<file path="src/design/fetch_pkg.sv">
package fetch_pkg;

    // Instruction and data word
    typedef logic [31:0] word_t;
    // Byte address or PC
    typedef logic [31:0] addr_t;
    // Major opcode field of an instruction
    typedef logic [6:0] opcode_t;
    // Squash and window down-counters
    typedef logic [1:0] cnt_t;

    // Instruction memory geometry
    localparam int IMEM_WORDS = 256;
    localparam int IMEM_AW = 8;
    typedef logic [IMEM_AW-1:0] imem_idx_t;

    // addi x0,x0,0
    localparam word_t NOP_INSN = 32'h0000_0013;
    localparam addr_t IRQ_VECTOR = 32'h0000_0004;
    localparam addr_t RESET_PC = 32'h0000_0000;
    localparam int PC_STEP = 4;

    // Extra squash cycles after a flush edge
    localparam int FLUSH_NOPS = 2;
    // Decode NOPs after an interrupt
    localparam int IRQ_NOPS = 2;
    // Cycles in which a branch retargets the return PC
    localparam int IRQ_WINDOW = 3;

    // Conditional branch and jalr opcodes
    localparam opcode_t OPC_BRANCH = 7'b110_0011;
    localparam opcode_t OPC_JALR = 7'b110_0111;

    // Down-count that stops at zero
    function automatic cnt_t cnt_step(input cnt_t cnt);
        return (cnt != '0) ? cnt - 1'b1 : cnt;
    endfunction

endpackage

</file>
<file path="src/design/fetch_pc_if.sv">
interface fetch_pc_if import fetch_pkg::*; ();

    // PC of the word being read from memory
    addr_t pc;
    // Sequential successor of pc
    addr_t pc_seq;
    // Pipeline freeze during stall or warmup
    logic hold;
    // Low only in the warmup cycle after reset
    logic fetch_en;

    // PC unit side
    modport drv (
        output pc,
        output pc_seq,
        output hold,
        output fetch_en
    );

    // Memory, interrupt unit and decode register side
    modport rd (
        input pc,
        input pc_seq,
        input hold,
        input fetch_en
    );

endinterface

</file>
<file path="src/design/irq_ctx_if.sv">
interface irq_ctx_if import fetch_pkg::*; ();

    // Where rti resumes
    addr_t ret_pc;
    // Interrupt taken and handler state still live
    logic in_handler;
    // Decode gets NOPs while set
    logic squash;
    // Branch capture window still open
    logic window;

    // Interrupt unit side
    modport drv (
        output ret_pc,
        output in_handler,
        output squash,
        output window
    );

    // PC unit and decode register side
    modport rd (
        input ret_pc,
        input in_handler,
        input squash,
        input window
    );

endinterface

</file>
<file path="src/design/irq_return.sv">
module irq_return import fetch_pkg::*; (
    input  logic   clk,
    input  logic   rst_n,
    input  logic   i_interrupt,
    input  logic   i_rti,
    input  logic   i_rsi,
    input  logic   i_stall,
    input  logic   i_branch,
    input  logic   i_irq_branch_alert,
    input  addr_t  i_pc_ex,
    input  word_t  i_fetch_insn,
    fetch_pc_if.rd  pc_bus,
    irq_ctx_if.drv  irq
);

    addr_t   ret_pc_q;
    addr_t   ret_capture;
    logic    in_handler_q;
    logic    branch_d;
    logic    branch_in_fetch;
    opcode_t fetch_opc;
    cnt_t    squash_cnt;
    cnt_t    window_cnt;

    // Branch or jalr sitting in fetch right now
    assign fetch_opc = i_fetch_insn[6:0];
    assign branch_in_fetch = (fetch_opc == OPC_BRANCH) || (fetch_opc == OPC_JALR);

    // Return PC picked at the interrupt edge
    always_comb begin
        if (i_branch) begin
            ret_capture = i_pc_ex;
        end else if (branch_d) begin
            // Branch target already in the PC register
            ret_capture = pc_bus.pc;
        end else begin
            // First fetched word that the squash throws away
            ret_capture = pc_bus.pc - addr_t'(PC_STEP);
        end
    end

    // Return register and handler flag
    always_ff @(posedge clk) begin
        if (!rst_n) begin
            ret_pc_q <= '0;
            in_handler_q <= 1'b0;
        end else if (i_rti || i_rsi) begin
            // Handler done so the saved PC is spent
            ret_pc_q <= '0;
        end else if (!i_stall) begin
            if (i_interrupt) begin
                ret_pc_q <= ret_capture;
                in_handler_q <= 1'b1;
            end else if (irq.window && in_handler_q &&
                         (i_branch || i_irq_branch_alert || branch_in_fetch)) begin
                // Late branch from the old stream retargets the return
                if (i_branch) begin
                    ret_pc_q <= i_pc_ex;
                end
            end else begin
                in_handler_q <= 1'b0;
            end
        end
    end

    // Squash and window counters plus last-cycle branch
    always_ff @(posedge clk) begin
        if (!rst_n) begin
            squash_cnt <= '0;
            window_cnt <= '0;
            branch_d <= 1'b0;
        end else begin
            branch_d <= i_branch;
            if (i_interrupt) begin
                squash_cnt <= cnt_t'(IRQ_NOPS);
                window_cnt <= cnt_t'(IRQ_WINDOW);
            end else begin
                squash_cnt <= cnt_step(squash_cnt);
                window_cnt <= cnt_step(window_cnt);
            end
        end
    end

    assign irq.ret_pc = ret_pc_q;
    assign irq.in_handler = in_handler_q;
    assign irq.squash = (squash_cnt != '0);
    assign irq.window = (window_cnt != '0);

endmodule

</file>
<file path="src/flat_wrapper.sv">
// flat-port wrapper written by rule: the top's interface ports become plain ports
module irq_return_flat import fetch_pkg::*;
  (clk, rst_n, i_interrupt, i_rti, i_rsi, i_stall, i_branch, i_irq_branch_alert, i_pc_ex, i_fetch_insn, pc_bus_pc, pc_bus_pc_seq, pc_bus_hold, pc_bus_fetch_en, irq_ret_pc, irq_in_handler, irq_squash, irq_window);
  fetch_pc_if pc_bus_i ();
  irq_ctx_if irq_i ();
  input  logic clk;
  input  logic rst_n;
  input  logic i_interrupt;
  input  logic i_rti;
  input  logic i_rsi;
  input  logic i_stall;
  input  logic i_branch;
  input  logic i_irq_branch_alert;
  input  addr_t i_pc_ex;
  input  word_t i_fetch_insn;
  input wire logic [$bits(pc_bus_i.pc)-1:0] pc_bus_pc;
  input wire logic [$bits(pc_bus_i.pc_seq)-1:0] pc_bus_pc_seq;
  input wire logic [$bits(pc_bus_i.hold)-1:0] pc_bus_hold;
  input wire logic [$bits(pc_bus_i.fetch_en)-1:0] pc_bus_fetch_en;
  output wire logic [$bits(irq_i.ret_pc)-1:0] irq_ret_pc;
  output wire logic [$bits(irq_i.in_handler)-1:0] irq_in_handler;
  output wire logic [$bits(irq_i.squash)-1:0] irq_squash;
  output wire logic [$bits(irq_i.window)-1:0] irq_window;
  assign pc_bus_i.pc = pc_bus_pc;
  assign pc_bus_i.pc_seq = pc_bus_pc_seq;
  assign pc_bus_i.hold = pc_bus_hold;
  assign pc_bus_i.fetch_en = pc_bus_fetch_en;
  assign irq_ret_pc = irq_i.ret_pc;
  assign irq_in_handler = irq_i.in_handler;
  assign irq_squash = irq_i.squash;
  assign irq_window = irq_i.window;
  irq_return u_core (.clk(clk), .rst_n(rst_n), .i_interrupt(i_interrupt), .i_rti(i_rti), .i_rsi(i_rsi), .i_stall(i_stall), .i_branch(i_branch), .i_irq_branch_alert(i_irq_branch_alert), .i_pc_ex(i_pc_ex), .i_fetch_insn(i_fetch_insn), .pc_bus(pc_bus_i), .irq(irq_i));
endmodule
</file>
<file path="config.mk">
export PLATFORM = sky130hd
export DESIGN_NAME = irq_return_flat
export DESIGN_NICKNAME = d
export VERILOG_FILES = /design/src/design/fetch_pkg.sv /design/src/design/fetch_pc_if.sv /design/src/design/irq_ctx_if.sv /design/src/design/irq_return.sv /design/src/flat_wrapper.sv
export SDC_FILE = /design/constraint.sdc
export NUM_CORES = 1
export LEC_CHECK = 0
export BUFFER_PORTS_ARGS = -buffer_cell sky130_fd_sc_hd__buf_2
export CAP_MARGIN = 0
export CORE_ASPECT_RATIO = 0.6
export CORE_MARGIN = 10
export CORE_UTILIZATION = 40
export CTS_CLUSTER_DIAMETER = 80
export DETAILED_ROUTE_END_ITERATION = 10
export GPL_ROUTABILITY_DRIVEN = 0
export MAX_ROUTING_LAYER = met4
export PLACE_DENSITY = 0.8
export SKIP_LAST_GASP = 1
export SYNTH_ARGS = -nofsm -noshare
export SYNTH_HDL_FRONTEND = slang
export SYNTH_SLANG_ARGS = --single-unit
</file>
<file path="constraint.sdc">
create_clock -name clk -period 7.4 [get_ports clk]
set_clock_uncertainty 0.15 [all_clocks]
set_input_delay 1.48 -clock clk [delete_from_list [all_inputs] [get_ports clk]]
set_output_delay 1.48 -clock clk [all_outputs]
set_load 0.02 [all_outputs]
</file>
# Word level (Yosys, flattened, before mapping)
# Cells that the tools add are included.
word_totals:
  ff_bits: 38
  inputBits: 138
  output_inout_bits: 35
  word_cells: 42
classes:
  n_mux: 11
  bitwise: 3
  n_addsub: 3
  n_eq_ne: 3
  n_reduce_logical: 16
op_table:
  columns: ["cell", "count"]
  rows:
  - ["$mux 32", 5]
  - ["$sub 32x3->32 const B", 1]
  - ["$eq 7x7->1 const B", 2]
  - ["$reduce_bool 2->1", 6]
  - ["$mux 2", 4]
  - ["$reduce_and 3->1", 2]
  - ["$logic_or 1x1->1", 4]
  - ["$reduce_or 2->1", 2]
  - ["$sub 2x1->2 const B", 2]
  - ["$not 1->1", 3]
  - ["$logic_and 1x1->1", 2]
  - ["$mux 1", 2]
  - ["$ne 2x2->1 const B", 1]

# Logic depth before layout (Yosys ltp)
# Gate-level depths: netlist (run 1).
depth:
  depth_word: 6
  ltp_mapped: 9
  mapped_depth_nobuf: 7

# Worst setup path before layout (run 1)
# OpenSTA, ideal clock, no wires.
synth_timing:
  path_type: "in2reg"
  from: "input pc_bus_pc[16]"
  to: "register u_core.ret_pc_q[31] (netlist: u_core.irq.ret_pc[31])"
  setup_slack_ns: 4.000
  setup_time_ns: 0.123
  t_required_ns: 7.127
  cell_stages: 6
  arrival_time_ns: 3.127
  path_cell_list: "or4_4 or4_4 buf_6 nor4b_2 xnor2_1 o21ai_2"
synth_between:
  elab_chain_len: 4
synth_rtl:
  columns: ["item", "line_no", "source"]
  rows:
  - ["from (decl)", "flat_wrapper.sv:16", "input wire logic [$bits(pc_bus_i.pc)-1:0] pc_bus_pc;"]
  - ["$sub 32x3->32", "irq_return.sv:38", "ret_capture = pc_bus.pc - addr_t'(PC_STEP);"]
  - ["$mux 32", "irq_return.sv:33", "end else if (branch_d) begin"]
  - ["$mux 32", "irq_return.sv:31", "if (i_branch) begin"]
  - ["$mux 32", "irq_return.sv:51", "if (i_interrupt) begin"]
  - ["to (signal assigned)", "irq_return.sv:52", "ret_pc_q <= ret_capture;"]
  - ["to (signal assigned)", "irq_return.sv:58", "ret_pc_q <= i_pc_ex;"]
  - ["to (decl)", "irq_return.sv:16", "addr_t ret_pc_q;"]
# Every way passes these cells.
# A chain may end at the register's enable or synchronous reset.

# Worst setup path after layout (run 1)
layout_timing:
  from: "input pc_bus_pc[16]"
  to: "register u_core.ret_pc_q[30] (netlist: u_core.irq.ret_pc[30])"
# The elaborated chain is that of the path after synthesis.

==> reports/metrics.cfg, run 1 <==
[status]
status = finished clean

[timing]
fin_crit_ns = 3.364
setup_viol_count_final = 0
hold_viol_final = 0
max_freq_mhz = 297.3
worst_pin_slew_ns = 1.147
drv_slew = 0
grt_setup_unrepaired = no
relSlewSlack_pct = 23.50
tns_ns = 0
timing.final.crit_share_pct = 45.46

[power]
total_power_mw = 0.4902
leakagePower_nw = 1.273
p_per_area_nw_per_um2 = 160.6
irDropWorstVdd_mv = 0.08858

[setup_path]
worstPathArrival_ns = 3.38
crit_type = input pin to flip-flop
crit_buf_inv = 1
cpLargestDelayFamily = simple AND/OR/NAND/NOR gates
max_stage_delay_ns = 0.59
worstPathRequired_ns = 7.42
cp-end-kind = flip-flop
reg2reg_from = u_core.branch_d$_SDFF_PN0_
critPathLaunchType = input pin
path_common_cell = or4_4
crit_start = pc_bus_pc[16]
cp_cell_sequence = buf_2 -> or4_4 -> or4_4 -> nor4_4 -> xnor2_1 -> a21oi_2
cp_slowest_cell = or4_4
ff2ff_setup_slack_ns = 5.09
r2r_cells = 5
crit_fanout = 10
r2r-end = u_core.irq.ret_pc[21]$_SDFFE_PP0P_

[die]
die_w_um = 118.7
start_util_pct = 41.61
die_h_um = 79.24
io-pin-count = 173
coreArea_sq_um = 5623
rows = 21
fp.dieArea_sq_um = 9409

[clock_network]
insertion_delay_ns = 0.29
numCtsBuffers = 5
cts_root_buf = clkbuf_8
htreeDepth = 2
clock-sinks = 38
clk_pin_slew_ns = 0.07
cts_tree = yes
post_cts_buffers = 0
post_cts_resized = 0
postCtsHoldBufs = 0
clock_path_buffers = 2

[worst_hold_path]
holdCritPathClass = flip-flop to flip-flop
min_to = u_core.squash_cnt[0]$_SDFFE_PP0P_
min_from = u_core.squash_cnt[1]$_SDFFE_PN0P_
worstHoldPathCells = 2

[yosys]
yosys_warnings = 0
synth.area.top_cells = dfxtp_1, xnor2_1, o211ai_1, a21oi_1, nor2_1
yosysSeqAreaShare_pct = 32.51
synth_top_area_share_pct = 32.51
synth.cell_area_sq_um = 2340
synth_top_area_cell = dfxtp_1
syn_inst = 290
synthFlopType = dfxtp_1
synth.distinct_cells = 50
ys_ff_latch = 38
avgSynthCellArea_sq_um = 8.068
postSynth.asyncResetShare_pct = 0
syn_nets = 430
synth-edff-count = 0

[grt]
grt_remaining_overflow = 0
grt_use_total_pct = 17.62
grt_first_pass_wirelength_um = 13250
grt_pass1_vias = 2515
antenna_found_initial = 0
grt_max_degree = 32

[drt]
via_count = 2552
drt_wl_total_um = 8451
viasPerCell = 5.407
ant_nets = 0
firstDrtPassIters = 4
first_iter_violations = 220
drcViolationCount = 0
wl_per_cell_um = 17.90

[placement]
hpwl_um = 6574
port_buffers = 112
dpl_cell_area_sq_um = 2940

[cells_and_area]
postLayoutCellArea_sq_um = 3053
final_nets = 532
syn_to_final_growth_pct = 30.48
layout-drive-gt1-share_pct = 35.20
n_antenna_cell = 0

[run]
cap_violations = 0

per-layer routing:
layer	vias up	share of wire [%]	global-route usage [%]	routed length [um]
met4	0	0.27	2.063	23
met2	101	43	25.33	3597
li1	1265	-	-	-
met3	4	8.9	6.144	753
met1	1182	48	23.77	4076
met5	-	0	-	0
final cells by class:
cell class                      instances  area [sq um]
Clock inverter                          1         30.03
Fill cell                             560          2570
Clock buffer                            6         82.58
Timing Repair Buffer                  114         575.6
Tap cell                               80         100.1
Inverter                                5         18.77
Multi-Input combinational cell        228          1485
Sequential cell                        38         760.7
synth_stat cells, types with 2 or more instances:
master    count
inv_1         5
nand4_1       4
nand2_1      19
nor4b_2       2
or4_1         2
dfxtp_1      38
buf_1         3
mux2i_1       2
or4_4         3
xnor2_1      21
nor2_1       24
and3_1        3
nor2b_1       4
nand3_1      15
nor4_1        4
nor3_1       15
o211ai_1     14
o21ai_1       3
and2_1        2
o21ai_0       9
nor4_2        2
a21oi_2       2
a211oi_1      5
o22ai_1       3
ha_1          2
o21a_1        2
a21oi_1      20
xor2_1        8
a311oi_1      3
clkbuf_1     15
a21o_1        5
or3_1        13
state kept, by name (all words and copies together), names as in the netlist:
register	flops
u_core.branch_d	1
u_core.irq.in_handler	1
u_core.irq.ret_pc	32
u_core.squash_cnt	2
u_core.window_cnt	2
metrics by stage:
step	hold WS, ns	instances	utilization, %	setup WS, ns
finish	0.3043	472	54.29	4.036
global route	0.3293	472	54.29	3.739
CTS	0.3060	472	54.29	4.036
detailed placement	0.2927	465	52.29	3.759
global placement	0.2742	465	52.29	3.791
floorplan	0.2620	290	-	4.000
how the worst max path moves through the flow:
stage | to | slack (ns) | cells after the start
4_1_cts | u_core.irq.ret_pc[20]$_SDFFE_PP0P_ | 4.04 | 8
3_3_place_gp | u_core.irq.ret_pc[31]$_SDFFE_PP0P_ | 3.79 | 6
5_1_grt | u_core.irq.ret_pc[20]$_SDFFE_PP0P_ | 3.74 | 8
3_5_place_dp | u_core.irq.ret_pc[20]$_SDFFE_PP0P_ | 3.76 | 8
2_1_floorplan | u_core.irq.ret_pc[31]$_SDFFE_PP0P_ | 4.00 | 6
6_report | u_core.irq.ret_pc[30]$_SDFFE_PP0P_ | 4.04 | 6
cells in the final DEF, fill, tap and decap left out, drive strengths merged, types with 2 or more instances in the layout:
master	Yosys	final
buf	4	114
dfxtp	38	38
nor2	24	24
a21oi	22	22
xnor2	21	21
nand2	19	19
nor3	16	16
nand3	15	15
o211ai	14	14
or3	13	13
o21ai	13	13
xor2	8	8
nor4	7	7
clkbuf	15	6
inv	5	5
a21o	5	5
a211oi	5	5
or4	5	5
nor2b	4	4
nand4	4	4
a311oi	3	3
and3	3	3
o22ai	3	3
and2	2	2
nor4b	2	2
o21a	2	2
mux2i	2	2
ha	2	2
worst min-delay path, cell delays in order (launching register included):
cell	delay, ns
dfxtp_1	0.32
nand2_1	0.05
nor3_1	0.04
kinds of logic (layout without fill, tap and decap cells):
logic type	count (synthesis)	in the layout	share of synthesized area [%]
buf+inv	24	126	4.171
mux	2	2	0.8556
simple gates	120	120	29.41
fa+ha+maj	2	2	1.069
flops	38	38	32.51
compound gates	75	75	21.12
xor+xnor	29	29	10.86
report_power, final:
part | switching [mW] | total (mW) | internal [mW]
Sequential | 0.00324 | 0.213 | 0.209
Combinational | 0.0544 | 0.0927 | 0.0383
Clock | 0.0769 | 0.185 | 0.108
Power figures use the tool's default switching activity.
==> inputs of run 2 (changes only) <==
==> constraint.sdc (replaced) <==
create_clock -name clk -period 3.4 [get_ports clk]
set_clock_uncertainty 0.15 [all_clocks]
set_input_delay 0.68 -clock clk [delete_from_list [all_inputs] [get_ports clk]]
set_output_delay 0.68 -clock clk [all_outputs]
set_load 0.02 [all_outputs]
==> run 2 against run 1 <==
Sequential power up 120%. Utilization up 0.80 points. Routed wire length up 1.7%. Via count up 1.6%. Combinational power up 120%. Register-to-register slack worse by 4.0 ns. Highest routed layer unchanged.
==> reports/metrics.cfg, run 2 (same netlist as run 1, synthesis figures left out) <==
[status]
status = finished clean

[timing]
timing.final.crit_share_pct = 74.61
hold_viol_final = 0  ; unchanged
fin_crit_ns = 2.537
worst_pin_slew_ns = 0.7681  ; -0.3794 ns
relSlewSlack_pct = 48.76  ; +25 points
grt_setup_unrepaired = no
tns_ns = 0  ; unchanged
drv_slew = 0  ; unchanged
setup_viol_count_final = 0  ; unchanged
holdWs_ns = 0.3019  ; -0.002417 ns
max_freq_mhz = 394.2

[clock_network]
numCtsBuffers = 5  ; unchanged
clock_path_buffers = 2  ; unchanged
postCtsHoldBufs = 0  ; unchanged
cts_root_buf = clkbuf_8
cts_tree = yes
clk_pin_slew_ns = 0.07  ; about the same
post_cts_resized = 0  ; unchanged
insertion_delay_ns = 0.29  ; about the same
htreeDepth = 2  ; unchanged
post_cts_buffers = 0  ; unchanged
clock-sinks = 38  ; unchanged

[grt]
grt_max_degree = 32  ; unchanged
antenna_found_initial = 0  ; unchanged
grt_use_total_pct = 18.10  ; +0.48 points
grt_pass1_vias = 2666  ; +6.0%
grt_remaining_overflow = 0  ; unchanged
grt_first_pass_wirelength_um = 13680  ; +3.2%

[die]
start_util_pct = 41.61  ; unchanged
fp.dieArea_sq_um = 9409  ; unchanged
die_h_um = 79.24  ; unchanged
coreArea_sq_um = 5623  ; unchanged
rows = 21  ; unchanged
io-pin-count = 173  ; unchanged
die_w_um = 118.7  ; unchanged

[setup_path]
critPathLaunchType = input pin
r2r_cells = 7  ; +2
crit_fanout = 10  ; unchanged
worstPathRequired_ns = 3.43  ; -3.99 ns
cp-end-kind = flip-flop
crit_type = input pin to flip-flop
worstPathArrival_ns = 2.56  ; -0.82 ns

[cells_and_area]
layout_commonest_cell = buf_2
mostFrequentLayoutCells = buf_2, dfxtp_1, nor2_1
n_antenna_cell = 0  ; unchanged
syn_to_final_growth_pct = 32.41
largest_reg_flops = 32  ; unchanged
multi_input_area_sq_um = 1485  ; unchanged
register_area_sq_um = 760.7  ; unchanged
fillCellCount = 544  ; -2.9%
final_nets = 538  ; +1.1%
layout-drive-gt1-share_pct = 36.18  ; +0.98 points

[drt]
viasPerCell = 5.423  ; +0.29%
wl_per_cell_um = 17.99  ; +0.45%
drt_wl_total_um = 8597  ; +1.7%
first_iter_violations = 273  ; +24%
drcViolationCount = 0  ; unchanged
firstDrtPassIters = 4  ; unchanged
via_count = 2592  ; +1.6%
ant_nets = 0  ; unchanged

[power]
leakagePower_nw = 1.302  ; +2.3%
p_per_area_nw_per_um2 = 345.5  ; +120%
irDropWorstVdd_mv = 0.1591  ; +80%

[placement]
port_buffers = 112  ; unchanged
hpwl_um = 6856  ; +4.3%

[worst_hold_path]
holdCritPathClass = flip-flop to flip-flop
worstHoldPathCells = 2  ; unchanged

[run]
cap_violations = 0  ; unchanged

run 2: cell types whose count changed in the layout (fill, tap and decap cells not counted), sizes merged:
cell / delta
buf: +6
run 2: layer usage:
layer	vias to the layer above	GRT usage, %	share of wire [%]
li1	1271	-	-
met1	1193	24.14	47
met2	122	27.38	44
met3	6	4.449	8.6
met4	0	3.155	0.59
met5	-	-	0
run 2: through the flow:
| step | util, % | area, sq um | instances | power (mW) | setup WS (ns) |
|---|---|---|---|---|---|
| after floorplan | - | 2340 | 290 | 0.5784 | 0.7996 |
| after global placement | 53.09 | 2985 | 471 | 0.6717 | 0.5951 |
| after detailed placement | 53.09 | 2985 | 471 | 0.6778 | 0.5429 |
| after CTS | 55.10 | 3098 | 478 | 1.080 | 0.8594 |
| after global routing | 55.10 | 3098 | 478 | 1.116 | 0.7919 |
| final | 55.10 | 3098 | 478 | 1.070 | 0.8634 |
run 2: path summary, 6_finish.rpt:
path | start | endpoint | slack [ns]
worst max-delay path | pc_bus_pc[16] | u_core.irq.ret_pc[30]$_SDFFE_PP0P_ | 0.86
worst max register to register | u_core.window_cnt[0]$_SDFFE_PN0P_ | u_core.irq.ret_pc[20]$_SDFFE_PP0P_ | 1.13
worst min register to register | u_core.squash_cnt[1]$_SDFFE_PN0P_ | u_core.squash_cnt[0]$_SDFFE_PP0P_ | 0.30
worst min-delay path | u_core.squash_cnt[1]$_SDFFE_PN0P_ | u_core.squash_cnt[0]$_SDFFE_PP0P_ | 0.30
run 2: layout make-up:
| type | instances | area share (%) |
|---|---|---|
| multi-input combinational | 228 | 47.94 |
| sequential | 38 | 24.56 |
| inverter | 5 | 0.6058 |
| timing repair buffer | 120 | 20.03 |
| clock buffer | 6 | 2.666 |
| clock inverter | 1 | 0.9693 |
| tap | 80 | 3.231 |
run 2: critical path, stage by stage:
cell     delay (ns)
buf_2          0.12
or4_4          0.55
or4_4          0.60
nor4_4         0.29
xnor2_1        0.24
a21oi_2        0.09
run 2: power breakdown:
| group | internal, mW | total (mW) | switching [mW] |
|---|---|---|---|
| registers | 0.456 | 0.463 | 0.00691 |
| clock network | 0.235 | 0.401 | 0.166 |
| logic | 0.0871 | 0.206 | 0.119 |
